[config.mk]
export PLATFORM = sky130hd
export DESIGN_NAME = cpuControl
export DESIGN_NICKNAME = d
export VERILOG_FILES = /design/src/design/cpuControlPkg.sv /design/src/design/conditionUnit.sv /design/src/design/controlDecode.sv /design/src/design/cpuControl.sv /design/src/design/irqSync.sv /design/src/design/sequencer.sv
export SDC_FILE = /design/constraint.sdc
export NUM_CORES = 1
export LEC_CHECK = 0
export BUFFER_PORTS_ARGS = -buffer_cell sky130_fd_sc_hd__clkbuf_2
export CAP_MARGIN = 20
export CORE_MARGIN = 3
export CORE_UTILIZATION = 50
export CTS_CLUSTER_DIAMETER = 120
export DETAILED_ROUTE_END_ITERATION = 8
export HOLD_SLACK_MARGIN = 0.05
export PLACE_DENSITY = 0.81
export REMOVE_ABC_BUFFERS = 1
export SLEW_MARGIN = 20
export SYNTH_ARGS = -nofsm -noshare
export SYNTH_HDL_FRONTEND = slang
export SYNTH_SLANG_ARGS = --single-unit
[constraint.sdc]
create_clock -name Clock -period 3.88 [get_ports Clock]
set_clock_uncertainty 0.15 [all_clocks]
set_input_delay 0.776 -clock Clock [delete_from_list [all_inputs] [get_ports Clock]]
set_output_delay 0.776 -clock Clock [all_outputs]
set_load 0.02 [all_outputs]
[src/design/cpuControlPkg.sv]
// CPU control definitions
package cpuControlPkg;

	localparam int FlagWidth = 4;

	// Bit positions in the status register
	localparam int FlagZ = 0;
	localparam int FlagC = 1;
	localparam int FlagV = 2;
	localparam int FlagN = 3;

	// Major opcode, top five bits of the instruction byte
	typedef enum logic [4:0] {
		ADD     = 5'd0,
		ADDI    = 5'd1,
		ADDIB   = 5'd2,
		ADC     = 5'd3,
		ADCI    = 5'd4,
		SUB     = 5'd5,
		SUBI    = 5'd6,
		SUBIB   = 5'd7,
		SUC     = 5'd8,
		SUCI    = 5'd9,
		NEG     = 5'd10,
		CMP     = 5'd11,
		CMPI    = 5'd12,
		AND     = 5'd13,
		OR      = 5'd14,
		XOR     = 5'd15,
		NOT     = 5'd16,
		NAND    = 5'd17,
		NOR     = 5'd18,
		LSL     = 5'd19,
		LSR     = 5'd20,
		ASR     = 5'd21,
		LUI     = 5'd22,
		LLI     = 5'd23,
		BRANCH  = 5'd24,
		LDW     = 5'd25,
		STW     = 5'd26,
		INTCTRL = 5'd27
	} opcode_t;

	typedef enum logic [2:0] {
		BR  = 3'd0,
		BNE = 3'd1,
		BE  = 3'd2,
		BLT = 3'd3,
		BGE = 3'd4,
		BWL = 3'd5,
		RET = 3'd6,
		JMP = 3'd7
	} branchCond_t;

	// Subfunction of INTCTRL
	typedef enum logic [2:0] {
		IntOn  = 3'd1,
		IntOff = 3'd2
	} intCtrl_t;

	// Low three bits read as condition for BRANCH, subfunction for INTCTRL
	typedef union packed {
		branchCond_t branch;
		intCtrl_t    intCtrl;
	} condField_u;

	typedef struct packed {
		opcode_t    opcode;
		condField_u cond;
	} instr_t;

	typedef enum logic [1:0] {Fetch, Execute, Interrupt} major_t;
	typedef enum logic [2:0] {Cycle0, Cycle1, Cycle2, Cycle3, Cycle4} subCycle_t;

	// Zero is the idle choice of every select
	typedef enum logic {Op1Rd1, Op1Pc} op1Sel_t;
	typedef enum logic [1:0] {Op2Imm, Op2Rd2, Op2Zero} op2Sel_t;
	typedef enum logic {ImmLong, ImmShort} immSel_t;
	typedef enum logic [1:0] {Rs1Ra, Rs1Rd, Rs1Seven} rs1Sel_t;
	typedef enum logic {RwRd, RwSeven} rwSel_t;
	typedef enum logic {WdAlu, WdSys} wdSel_t;
	typedef enum logic [1:0] {PcInc, PcAluOut, PcSysbus, PcInt} pcSel_t;
	typedef enum logic [1:0] {AluOrNone, AluOrAdd, AluOrSub} aluOr_t;
	typedef enum logic {LrSys, LrPc} lrSel_t;

	// Strobes of the external asynchronous bus
	typedef struct packed {
		logic ale;
		logic nMe;
		logic nOe;
		logic nWe;
		logic memEn;
		logic enb;
	} busCtrl_t;

	typedef struct packed {
		logic    aluEn;
		logic    aluWe;
		aluOr_t  aluOr;
		op1Sel_t op1Sel;
		op2Sel_t op2Sel;
		immSel_t immSel;
		rs1Sel_t rs1Sel;
		rwSel_t  rwSel;
		wdSel_t  wdSel;
		logic    regWe;
		logic    irWe;
		logic    pcEn;
		logic    pcWe;
		pcSel_t  pcSel;
		logic    lrEn;
		logic    lrWe;
		lrSel_t  lrSel;
	} pathCtrl_t;

endpackage

[src/design/conditionUnit.sv]
// Status register and branch conditions
module conditionUnit (
	input  logic                                  Clock,
	input  logic                                  nReset,
	input  logic [cpuControlPkg::FlagWidth-1:0]   flags,
	input  logic                                  statusWe,
	input  cpuControlPkg::branchCond_t            cond,
	output logic [cpuControlPkg::FlagWidth-1:0]   statusReg,
	output logic                                  cFlag,
	output logic                                  branchTaken
);

	logic zFlag;
	logic nFlag;
	logic vFlag;

	always_ff @(posedge Clock or negedge nReset) begin
		if (!nReset)
			statusReg <= '0;
		else if (statusWe)
			statusReg <= flags;
	end

	assign zFlag = statusReg[cpuControlPkg::FlagZ];
	assign nFlag = statusReg[cpuControlPkg::FlagN];
	assign vFlag = statusReg[cpuControlPkg::FlagV];
	assign cFlag = statusReg[cpuControlPkg::FlagC];

	always_comb begin
		case (cond)
			cpuControlPkg::BR,
			cpuControlPkg::BWL:
				branchTaken = 1'b1;
			cpuControlPkg::BNE:
				branchTaken = ~zFlag;
			cpuControlPkg::BE:
				branchTaken = zFlag;
			// Signed compare result
			cpuControlPkg::BLT:
				branchTaken = nFlag ^ vFlag;
			cpuControlPkg::BGE:
				branchTaken = ~(nFlag ^ vFlag);
			// RET and JMP choose their own PC source
			default:
				branchTaken = 1'b0;
		endcase
	end

endmodule

[src/design/controlDecode.sv]
// Bus and datapath control decoder
module controlDecode (
	input  cpuControlPkg::major_t    major,
	input  cpuControlPkg::subCycle_t sub,
	input  cpuControlPkg::instr_t    instr,
	input  logic                     branchTaken,
	input  logic                     nWait,
	output cpuControlPkg::busCtrl_t  bus,
	output cpuControlPkg::pathCtrl_t path,
	output logic                     statusWe,
	output logic                     intEnable,
	output logic                     intDisable
);

	logic isStore;
	logic aluOp;

	assign isStore = instr.opcode == cpuControlPkg::STW;
	// Everything from ADD up to ASR updates the flags
	assign aluOp = instr.opcode <= cpuControlPkg::ASR;

	always_comb begin
		bus = '{ale: 1'b0, nMe: 1'b1, nOe: 1'b1, nWe: 1'b1, memEn: 1'b0, enb: 1'b0};
		path = '{
			aluEn: 1'b0,
			aluWe: 1'b0,
			aluOr: cpuControlPkg::AluOrNone,
			op1Sel: cpuControlPkg::Op1Rd1,
			op2Sel: cpuControlPkg::Op2Imm,
			immSel: cpuControlPkg::ImmLong,
			rs1Sel: cpuControlPkg::Rs1Ra,
			rwSel: cpuControlPkg::RwRd,
			wdSel: cpuControlPkg::WdAlu,
			regWe: 1'b0,
			irWe: 1'b0,
			pcEn: 1'b0,
			pcWe: 1'b0,
			pcSel: cpuControlPkg::PcInc,
			lrEn: 1'b0,
			lrWe: 1'b0,
			lrSel: cpuControlPkg::LrSys
		};
		statusWe = 1'b0;
		intEnable = 1'b0;
		intDisable = 1'b0;

		case ({major, sub})
			// Instruction fetch, PC drives the address
			{cpuControlPkg::Fetch, cpuControlPkg::Cycle0}: begin
				bus.ale = 1'b1;
				path.pcEn = 1'b1;
			end
			{cpuControlPkg::Fetch, cpuControlPkg::Cycle1}: begin
				bus.nMe = 1'b0;
				bus.memEn = 1'b1;
				path.pcEn = 1'b1;
			end
			{cpuControlPkg::Fetch, cpuControlPkg::Cycle2}: begin
				bus.nMe = 1'b0;
				bus.nOe = 1'b0;
				bus.memEn = 1'b1;
				bus.enb = 1'b1;
				path.irWe = nWait;
			end
			{cpuControlPkg::Fetch, cpuControlPkg::Cycle3}:
				path.pcEn = 1'b1;

			{cpuControlPkg::Execute, cpuControlPkg::Cycle4}: begin
				if (aluOp) begin
					path.pcEn = 1'b1;
					path.pcWe = 1'b1;
					statusWe = 1'b1;
					// Compare only sets the flags
					path.regWe = !(instr.opcode inside {cpuControlPkg::CMP, cpuControlPkg::CMPI});
					if (instr.opcode inside {cpuControlPkg::ADD, cpuControlPkg::ADC,
							cpuControlPkg::SUB, cpuControlPkg::SUC, cpuControlPkg::CMP,
							cpuControlPkg::AND, cpuControlPkg::OR, cpuControlPkg::XOR,
							cpuControlPkg::NAND, cpuControlPkg::NOR})
						path.op2Sel = cpuControlPkg::Op2Rd2;
					if (instr.opcode inside {cpuControlPkg::ADDI, cpuControlPkg::ADCI,
							cpuControlPkg::SUBI, cpuControlPkg::SUCI, cpuControlPkg::CMPI,
							cpuControlPkg::LSL, cpuControlPkg::LSR, cpuControlPkg::ASR})
						path.immSel = cpuControlPkg::ImmShort;
					// Byte immediates act on rd in place
					if (instr.opcode inside {cpuControlPkg::ADDIB, cpuControlPkg::SUBIB})
						path.rs1Sel = cpuControlPkg::Rs1Rd;
				end else begin
					case (instr.opcode)
						cpuControlPkg::LUI,
						cpuControlPkg::LLI: begin
							path.aluEn = 1'b1;
							path.rs1Sel = cpuControlPkg::Rs1Rd;
							path.regWe = 1'b1;
							path.pcWe = 1'b1;
						end
						// Effective address rd + offset into the ALU register
						cpuControlPkg::LDW,
						cpuControlPkg::STW: begin
							path.aluEn = 1'b1;
							path.aluWe = 1'b1;
							path.immSel = cpuControlPkg::ImmShort;
						end
						cpuControlPkg::BRANCH: begin
							path.pcWe = 1'b1;
							case (instr.cond.branch)
								cpuControlPkg::RET: begin
									path.lrEn = 1'b1;
									path.pcSel = cpuControlPkg::PcSysbus;
								end
								cpuControlPkg::JMP: begin
									path.immSel = cpuControlPkg::ImmShort;
									path.pcSel = cpuControlPkg::PcAluOut;
								end
								default: begin
									// PC relative with the long offset
									path.aluEn = 1'b1;
									path.op1Sel = cpuControlPkg::Op1Pc;
									if (branchTaken) begin
										path.pcSel = cpuControlPkg::PcAluOut;
										if (instr.cond.branch == cpuControlPkg::BWL) begin
											path.lrWe = 1'b1;
											path.lrSel = cpuControlPkg::LrPc;
										end
									end
								end
							endcase
						end
						cpuControlPkg::INTCTRL: begin
							path.pcEn = 1'b1;
							path.pcWe = 1'b1;
							intEnable = instr.cond.intCtrl == cpuControlPkg::IntOn;
							intDisable = instr.cond.intCtrl == cpuControlPkg::IntOff;
						end
						// Undefined codes step over
						default: begin
							path.pcEn = 1'b1;
							path.pcWe = 1'b1;
						end
					endcase
				end
			end

			// Data transfer of LDW and STW
			{cpuControlPkg::Execute, cpuControlPkg::Cycle0}: begin
				bus.ale = 1'b1;
				path.aluEn = 1'b1;
				path.immSel = cpuControlPkg::ImmShort;
			end
			{cpuControlPkg::Execute, cpuControlPkg::Cycle1}: begin
				bus.nMe = 1'b0;
				bus.memEn = !isStore;
				path.aluEn = 1'b1;
				path.aluWe = 1'b1;
				path.op2Sel = cpuControlPkg::Op2Zero;
				path.rs1Sel = cpuControlPkg::Rs1Rd;
			end
			{cpuControlPkg::Execute, cpuControlPkg::Cycle2}: begin
				bus.nMe = 1'b0;
				path.pcWe = nWait;
				if (isStore) begin
					bus.nWe = 1'b0;
					path.aluEn = 1'b1;
					path.op2Sel = cpuControlPkg::Op2Zero;
				end else begin
					bus.nOe = 1'b0;
					bus.memEn = 1'b1;
					bus.enb = 1'b1;
					path.wdSel = cpuControlPkg::WdSys;
					path.regWe = 1'b1;
				end
			end
			{cpuControlPkg::Execute, cpuControlPkg::Cycle3}: begin
				if (isStore) begin
					bus.nWe = 1'b0;
					path.aluEn = 1'b1;
					path.op2Sel = cpuControlPkg::Op2Zero;
				end else begin
					path.pcEn = 1'b1;
				end
			end

			// Interrupt entry pushes the PC below register seven
			{cpuControlPkg::Interrupt, cpuControlPkg::Cycle4}: begin
				intDisable = 1'b1;
				path.aluEn = 1'b1;
				path.aluWe = 1'b1;
				path.aluOr = cpuControlPkg::AluOrSub;
				path.op2Sel = cpuControlPkg::Op2Zero;
				path.rs1Sel = cpuControlPkg::Rs1Seven;
				path.rwSel = cpuControlPkg::RwSeven;
				path.regWe = 1'b1;
			end
			{cpuControlPkg::Interrupt, cpuControlPkg::Cycle0}: begin
				bus.ale = 1'b1;
				path.aluEn = 1'b1;
				path.aluOr = cpuControlPkg::AluOrSub;
				path.op2Sel = cpuControlPkg::Op2Zero;
				path.rs1Sel = cpuControlPkg::Rs1Seven;
			end
			{cpuControlPkg::Interrupt, cpuControlPkg::Cycle1}: begin
				bus.nMe = 1'b0;
				path.aluEn = 1'b1;
				path.op2Sel = cpuControlPkg::Op2Zero;
			end
			{cpuControlPkg::Interrupt, cpuControlPkg::Cycle2}: begin
				bus.nMe = 1'b0;
				bus.nWe = 1'b0;
				path.pcEn = 1'b1;
			end
			{cpuControlPkg::Interrupt, cpuControlPkg::Cycle3}: begin
				bus.nWe = 1'b0;
				path.pcEn = 1'b1;
				path.pcWe = 1'b1;
				path.pcSel = cpuControlPkg::PcInt;
			end
			default: ;
		endcase
	end

endmodule

[src/design/cpuControl.sv]
// Processor control unit
module cpuControl (
	input  logic                                  Clock,
	input  logic                                  nReset,
	input  cpuControlPkg::instr_t                 instr,
	input  logic [cpuControlPkg::FlagWidth-1:0]   flags,
	input  logic                                  nWait,
	input  logic                                  nIrq,
	output cpuControlPkg::busCtrl_t               bus,
	output cpuControlPkg::pathCtrl_t              path,
	output logic [cpuControlPkg::FlagWidth-1:0]   statusReg,
	output logic                                  cFlag
);

	cpuControlPkg::major_t    major;
	cpuControlPkg::subCycle_t sub;
	logic                     intReq;
	logic                     intEnable;
	logic                     intDisable;
	logic                     statusWe;
	logic                     branchTaken;

	irqSync irqSync (
		.Clock      (Clock),
		.nReset     (nReset),
		.nIrq       (nIrq),
		.intEnable  (intEnable),
		.intDisable (intDisable),
		.intReq     (intReq)
	);

	conditionUnit conditionUnit (
		.Clock       (Clock),
		.nReset      (nReset),
		.flags       (flags),
		.statusWe    (statusWe),
		.cond        (instr.cond.branch),
		.statusReg   (statusReg),
		.cFlag       (cFlag),
		.branchTaken (branchTaken)
	);

	sequencer sequencer (
		.Clock  (Clock),
		.nReset (nReset),
		.instr  (instr),
		.nWait  (nWait),
		.intReq (intReq),
		.major  (major),
		.sub    (sub)
	);

	controlDecode controlDecode (
		.major       (major),
		.sub         (sub),
		.instr       (instr),
		.branchTaken (branchTaken),
		.nWait       (nWait),
		.bus         (bus),
		.path        (path),
		.statusWe    (statusWe),
		.intEnable   (intEnable),
		.intDisable  (intDisable)
	);

endmodule

[src/design/irqSync.sv]
// Interrupt request synchroniser
module irqSync (
	input  logic Clock,
	input  logic nReset,
	input  logic nIrq,
	input  logic intEnable,
	input  logic intDisable,
	output logic intReq
);

	logic irqFirst;
	logic irqSecond;
	logic enabled;

	always_ff @(posedge Clock or negedge nReset) begin
		if (!nReset) begin
			irqFirst <= 1'b0;
			irqSecond <= 1'b0;
			enabled <= 1'b0;
		end else begin
			// Pin is active low and asynchronous
			irqFirst <= ~nIrq;
			irqSecond <= irqFirst;
			// Disable wins if both arrive together
			if (intDisable)
				enabled <= 1'b0;
			else if (intEnable)
				enabled <= 1'b1;
		end
	end

	assign intReq = irqSecond & enabled;

endmodule

[src/design/sequencer.sv]
// Major state and sub-cycle sequencer
module sequencer (
	input  logic                     Clock,
	input  logic                     nReset,
	input  cpuControlPkg::instr_t    instr,
	input  logic                     nWait,
	input  logic                     intReq,
	output cpuControlPkg::major_t    major,
	output cpuControlPkg::subCycle_t sub
);

	cpuControlPkg::major_t    majorNext;
	cpuControlPkg::subCycle_t subNext;
	cpuControlPkg::major_t    endMajor;
	cpuControlPkg::subCycle_t endSub;
	logic                     memOp;
	logic                     flowOp;

	assign memOp = instr.opcode inside {cpuControlPkg::LDW, cpuControlPkg::STW};
	assign flowOp = instr.opcode inside {cpuControlPkg::BRANCH, cpuControlPkg::INTCTRL};

	// Where an instruction goes when it ends
	assign endMajor = intReq ? cpuControlPkg::Interrupt : cpuControlPkg::Fetch;
	assign endSub = intReq ? cpuControlPkg::Cycle4 : cpuControlPkg::Cycle0;

	always_comb begin
		majorNext = major;
		subNext = sub;
		case (sub)
			cpuControlPkg::Cycle0:
				subNext = cpuControlPkg::Cycle1;
			cpuControlPkg::Cycle1:
				subNext = cpuControlPkg::Cycle2;
			cpuControlPkg::Cycle2: begin
				// Memory cycles stretch on nWait but interrupt entry never does
				if (nWait || major == cpuControlPkg::Interrupt)
					subNext = cpuControlPkg::Cycle3;
			end
			cpuControlPkg::Cycle3: begin
				case (major)
					cpuControlPkg::Fetch: begin
						majorNext = cpuControlPkg::Execute;
						subNext = cpuControlPkg::Cycle4;
					end
					cpuControlPkg::Execute: begin
						majorNext = endMajor;
						subNext = endSub;
					end
					default: begin
						majorNext = cpuControlPkg::Fetch;
						subNext = cpuControlPkg::Cycle0;
					end
				endcase
			end
			cpuControlPkg::Cycle4: begin
				if (major == cpuControlPkg::Execute && !memOp) begin
					majorNext = flowOp ? cpuControlPkg::Fetch : endMajor;
					subNext = flowOp ? cpuControlPkg::Cycle0 : endSub;
				end else begin
					subNext = cpuControlPkg::Cycle0;
				end
			end
			default: begin
				majorNext = cpuControlPkg::Fetch;
				subNext = cpuControlPkg::Cycle0;
			end
		endcase
	end

	always_ff @(posedge Clock or negedge nReset) begin
		if (!nReset) begin
			major <= cpuControlPkg::Fetch;
			sub <= cpuControlPkg::Cycle0;
		end else begin
			major <= majorNext;
			sub <= subNext;
		end
	end

endmodule

Word level (Yosys, flattened, before mapping)
Index checks and enable logic that the tools add are counted.

storage, ports and cells
  output and inout bits = 32
  logic and storage cells = 175
  latch bits = 0
  input port bits = 16
  memories kept = 0
  memory bits (read-only) = 0
  bits in registers = 12
  bits in writable memories = 0

operators by class
  reductions and logical operators = 35
  bitwise logic cells = 6
  $lt $le $gt $ge = 1
  multiplexer cells = 74
  divide/modulo/power cells = 0
  shift-type cells = 0
  $add $sub $neg = 0
  multipliers = 0
  equal/unequal tests = 53

operators with widths
  operator              number
  $eq A5 B5 Y1 const B  16
  $eq A5 B4 Y1 const B  12
  $mux W1               33
  $mux W2               11
  $eq A5 B2 Y1 const B  4
  $eq A5 B3 Y1 const B  4
  $mux W3               6
  $pmux W2 S3           3
  $reduce_or A2 Y1      9
  $pmux W1 S2           8
  $eq A3 B3 Y1 const B  5
  $pmux W1 S3           5
  $pmux W3 S5           1
  $reduce_or A5 Y1      3
  $eq A3 B2 Y1 const B  4
  $pmux W2 S2           3
  $eq A5 B1 Y1 const B  2
  $logic_not A5 Y1      2
  $mux W5               2
  $reduce_bool A10 Y1   1
  $reduce_bool A2 Y1    5
  $reduce_bool A8 Y1    1
  $reduce_or A4 Y1      2
  $eq A3 B1 Y1 const B  2
  other kinds (17)      25

Logic depth before layout (Yosys ltp)
  word-level depth = 8
  depth in mapped cells = 5
  gate-level depth less buffers = 4

Modules after synthesis
A second synthesis with hierarchy kept.

second synthesis, totals
  cells, all modules = 165
  area total of the unflattened synthesis = 1292.5 um^2

modules (own cells, without submodules)
  module         instances  seq. area each (um^2)  area each (um^2)  cells each
  controlDecode  1          0.0                    708.2             114
  sequencer      1          125.1                  289.0             29
  conditionUnit  1          100.1                  200.2             16
  irqSync        1          75.1                   95.1              6

Least setup slack after synthesis
OpenSTA, ideal clock, no wires.

  path kind = input to output
  start point = input port instr[7] in the netlist's numbering
  end point = output port bus[1] in the netlist's numbering
  data arrival time = 2.113 ns
  path buffers = 0
  path slack = 0.841 ns
  data required time = 2.954 ns
  cell stages on the path = 3
  path through = and3b_2 and2_2 a2111oi_1

RTL lines
  what         line             RTL
  from (decl)  cpuControl.sv:5  input cpuControlPkg::instr_t instr,
  to (decl)    cpuControl.sv:9  output cpuControlPkg::busCtrl_t bus,

==> results by group <==
Routing
  – # DRC: 0
  – DR pass1 iterations: 4
  – Post-route ant nets: 0
  – Routed WL: 3.37 mm
  – Routed len/inst: 15.1 µm
  – DR vias: 1327
  – Vias per cell: 5.95
  – DRT iter0 DRCs: 76

Synth
  – Async S/R FF share, synth: 1.00
  – Synth cell types: 60
  – Yosys warns: 0
  – Mean instance size in the synthesized netlist: 8.51 µm²
  – Synthesized area: 1350 µm²
  – #FFs+latches synth: 12
  – Prevailing post-synth register cell: dfrtp_1
  – Post-synthesis sequential area ratio: 0.222
  – Post-synth EDFFs: 0
  – Synth Instances: 159

Floorplanning
  – Effective utilization at floorplan: 0.536
  – Row count: 18
  – Die width: 58.0 µm
  – Die area: 3370 µm²
  – Ports: 48
  – Core region area: 2520 µm²
  – Chip height: 58.0 µm

Worst setup path
  – Critical-path maximum fanout: 15
  – Crit-path cells: clkbuf_2 -> and3b_2 -> and2_2 -> a2111oi_1 -> clkbuf_2
  – Crit end category: primary output
  – Worst Path Required: 2.95 ns
  – Critical Path Start Type: input pin
  – Max incr delay on CP: 0.39 ns
  – Buf/Inv on CP: 2
  – Setup slack, reg-to-reg: 1.82 ns
  – Worst Path Arrival: 2.17 ns
  – WS Path Type: in2out
  – Top Family by Delay on Critical Path: simple AND/OR/NAND/NOR gates
  – Cell repeated most along the worst path: clkbuf_2
  – Slowest cell on crit path: a2111oi_1

Clock tree
  – CTS Buf Count: 3
  – Clock Sinks: 12
  – Setup Fix Bufs, Post-CTS: 0
  – # resized after CTS: 0
  – CTS Hold Bufs: 0
  – Max Root-Sink Buffers: 2
  – Clk_lat worst skew: 0.27 ns
  – Clk Tree Root Cell: clkbuf_4
  – CTS tree: built
  – Clk slew on worst S/H paths: 0.07 ns
  – H-Tree Depth: 1

Place
  – Dpl cells: 220
  – Buffers on Ports: 46
  – Gp weighted congestion: 0.880
  – Hpwl dp: 2.62 mm

Pwr
  – PnR Total Power: 0.00107 W
  – Pleak: 0.770 nW
  – Peak supply drop: 670 µV
  – Power density over cell area: 685 nW/µm²

Cells and area
  – Nets: 211
  – Non-Filler Instances: 223
  – Final core utilization: 0.617
  – Share of cells above drive strength 1: 0.352
  – Layout area overhead: 15.0%
  – ANT cells: 0

STA
  – RSZ-0062 raised after global routing: no
  – Worst-margin pin slew: 0.571 ns
  – Final setup viols: 0
  – F_max: 323 MHz
  – Max-slew violations: 0
  – Final Hold Viols: 0
  – Rel. slew slack: 0.619
  – Setup TNS: 0 ns
  – Tcrit/Tclk final: 0.798
  – Fin crit period: 3.10 ns

GRT
  – Initial antenna violation count: 0
  – Largest net degree at the start of global routing: 18
  – First-pass GRT wire length: 5.45 mm
  – Total track usage: 0.205
  – GR Overflow Total: 0
  – Vias in the first global route: 1171

Run
  – Max-cap viol count: 0

Status
  – Run status: finished, final reports clean

Hold path
  – Worst min-delay path class: in2async
logic make-up (layout without fill, tap and decap cells):
family / count (synthesis) / after routing / share of synthesized area
AO/OA/AOI/OAI: 39 / 39 / 0.205
flip-flops: 12 / 12 / 0.222
AND/OR/NAND/NOR: 69 / 69 / 0.360
buffers and inverters: 23 / 57 / 0.0870
XOR/XNOR: 5 / 5 / 0.0324
multiplexers: 10 / 10 / 0.0907
other: 1 / 1 / 0.00277
through the flow:
stage | area (µm²) | setup slack [ns] | hold slack (ns)
final | 1560 | 0.782 | 0.217
after global routing | 1560 | 0.645 | 0.227
after CTS | 1560 | 0.802 | 0.214
after detailed placement | 1530 | 0.812 | 0.188
after global placement | 1530 | 0.833 | 0.186
after floorplan | 1260 | 0.795 | 0.181
cell type report:
type | instances | area, µm²
Timing Repair Buffer | 46 | 230
Tap cell | 30 | 37.5
Sequential cell | 12 | 300
Multi-Input combinational cell | 124 | 935
Fill cell | 233 | 967
Clock buffer | 3 | 22.5
Inverter | 8 | 30.0
report_power, final:
part            total, W  leakage (nW)  internal (W)  switching, W
logic           0.000692         0.612      0.000272      0.000421
clock network  0.0000733        0.0138     0.0000359     0.0000374
registers       0.000300         0.145      0.000172      0.000127
total            0.00107         0.770      0.000480      0.000585
sequential cells by signal (all words and copies together), names as in the netlist:
signal,cells
conditionUnit.statusReg,4
irqSync.enabled,1
irqSync.irqFirst,1
irqSync.irqSecond,1
sequencer.major,2
sequencer.sub,3
cell usage after synthesis, types with 4 or more instances:
library cell | count | area (µm²)
nor2b_1 | 5 | 31.3
a21oi_1 | 10 | 50.1
mux2i_1 | 4 | 40.0
nand2b_1 | 4 | 25.0
nor3b_1 | 5 | 37.5
buf_4 | 4 | 30.0
o21ai_0 | 4 | 20.0
o21ai_1 | 4 | 20.0
mux2_4 | 4 | 60.1
buf_2 | 7 | 35.0
dfrtp_1 | 12 | 300
and2b_1 | 4 | 30.0
or3_1 | 4 | 25.0
nor3_1 | 4 | 20.0
nand2_1 | 8 | 30.0
nor2_1 | 11 | 41.3
inv_1 | 7 | 26.3
worst paths after layout:
path	start	endpoint	depth (start not counted)
min	nReset	sequencer.sub[1]	1
min in group Clock	irqSync.irqFirst	irqSync.irqSecond	0
max reg2reg	sequencer.sub[2]	conditionUnit.statusReg[2]	4
max	instr[5]	bus[1]	5
min reg2reg	irqSync.irqFirst	irqSync.irqSecond	0
max in group asynchronous	nReset	irqSync.enabled	1
placed cells by master, fill, tap and decap left out, drive strengths merged, types with 3 or more instances in the layout:
cell type	instances
and2	3
a2111oi	3
mux2i	4
a21oi	12
dfrtp	12
and2b	4
nand4	4
clkbuf	49
inv	8
and3b	3
nand2b	4
nor3b	6
or3	4
nor3	4
nor2	12
nand2	9
o21ai	8
mux2	6
nor2b	6
xnor2	3
per-layer routing:
layer  vias up  share of wire  wire length, µm  GRT usage
met5         -              0                0          0
met4         0         0.0033               11     0.0331
met3         2          0.095              319     0.0535
met2        78           0.48             1620      0.347
met1       601           0.42             1410      0.267
li1        646              -                -          -
worst reg2reg max path: cells and delay by family, from the launching register on:
kind | cells | cell delay [ns]
multiplexers | 1 | 0.32
flip-flops | 1 | 0.69
AND/OR/NAND/NOR | 3 | 0.78
Power figures use the tool's default switching activity.
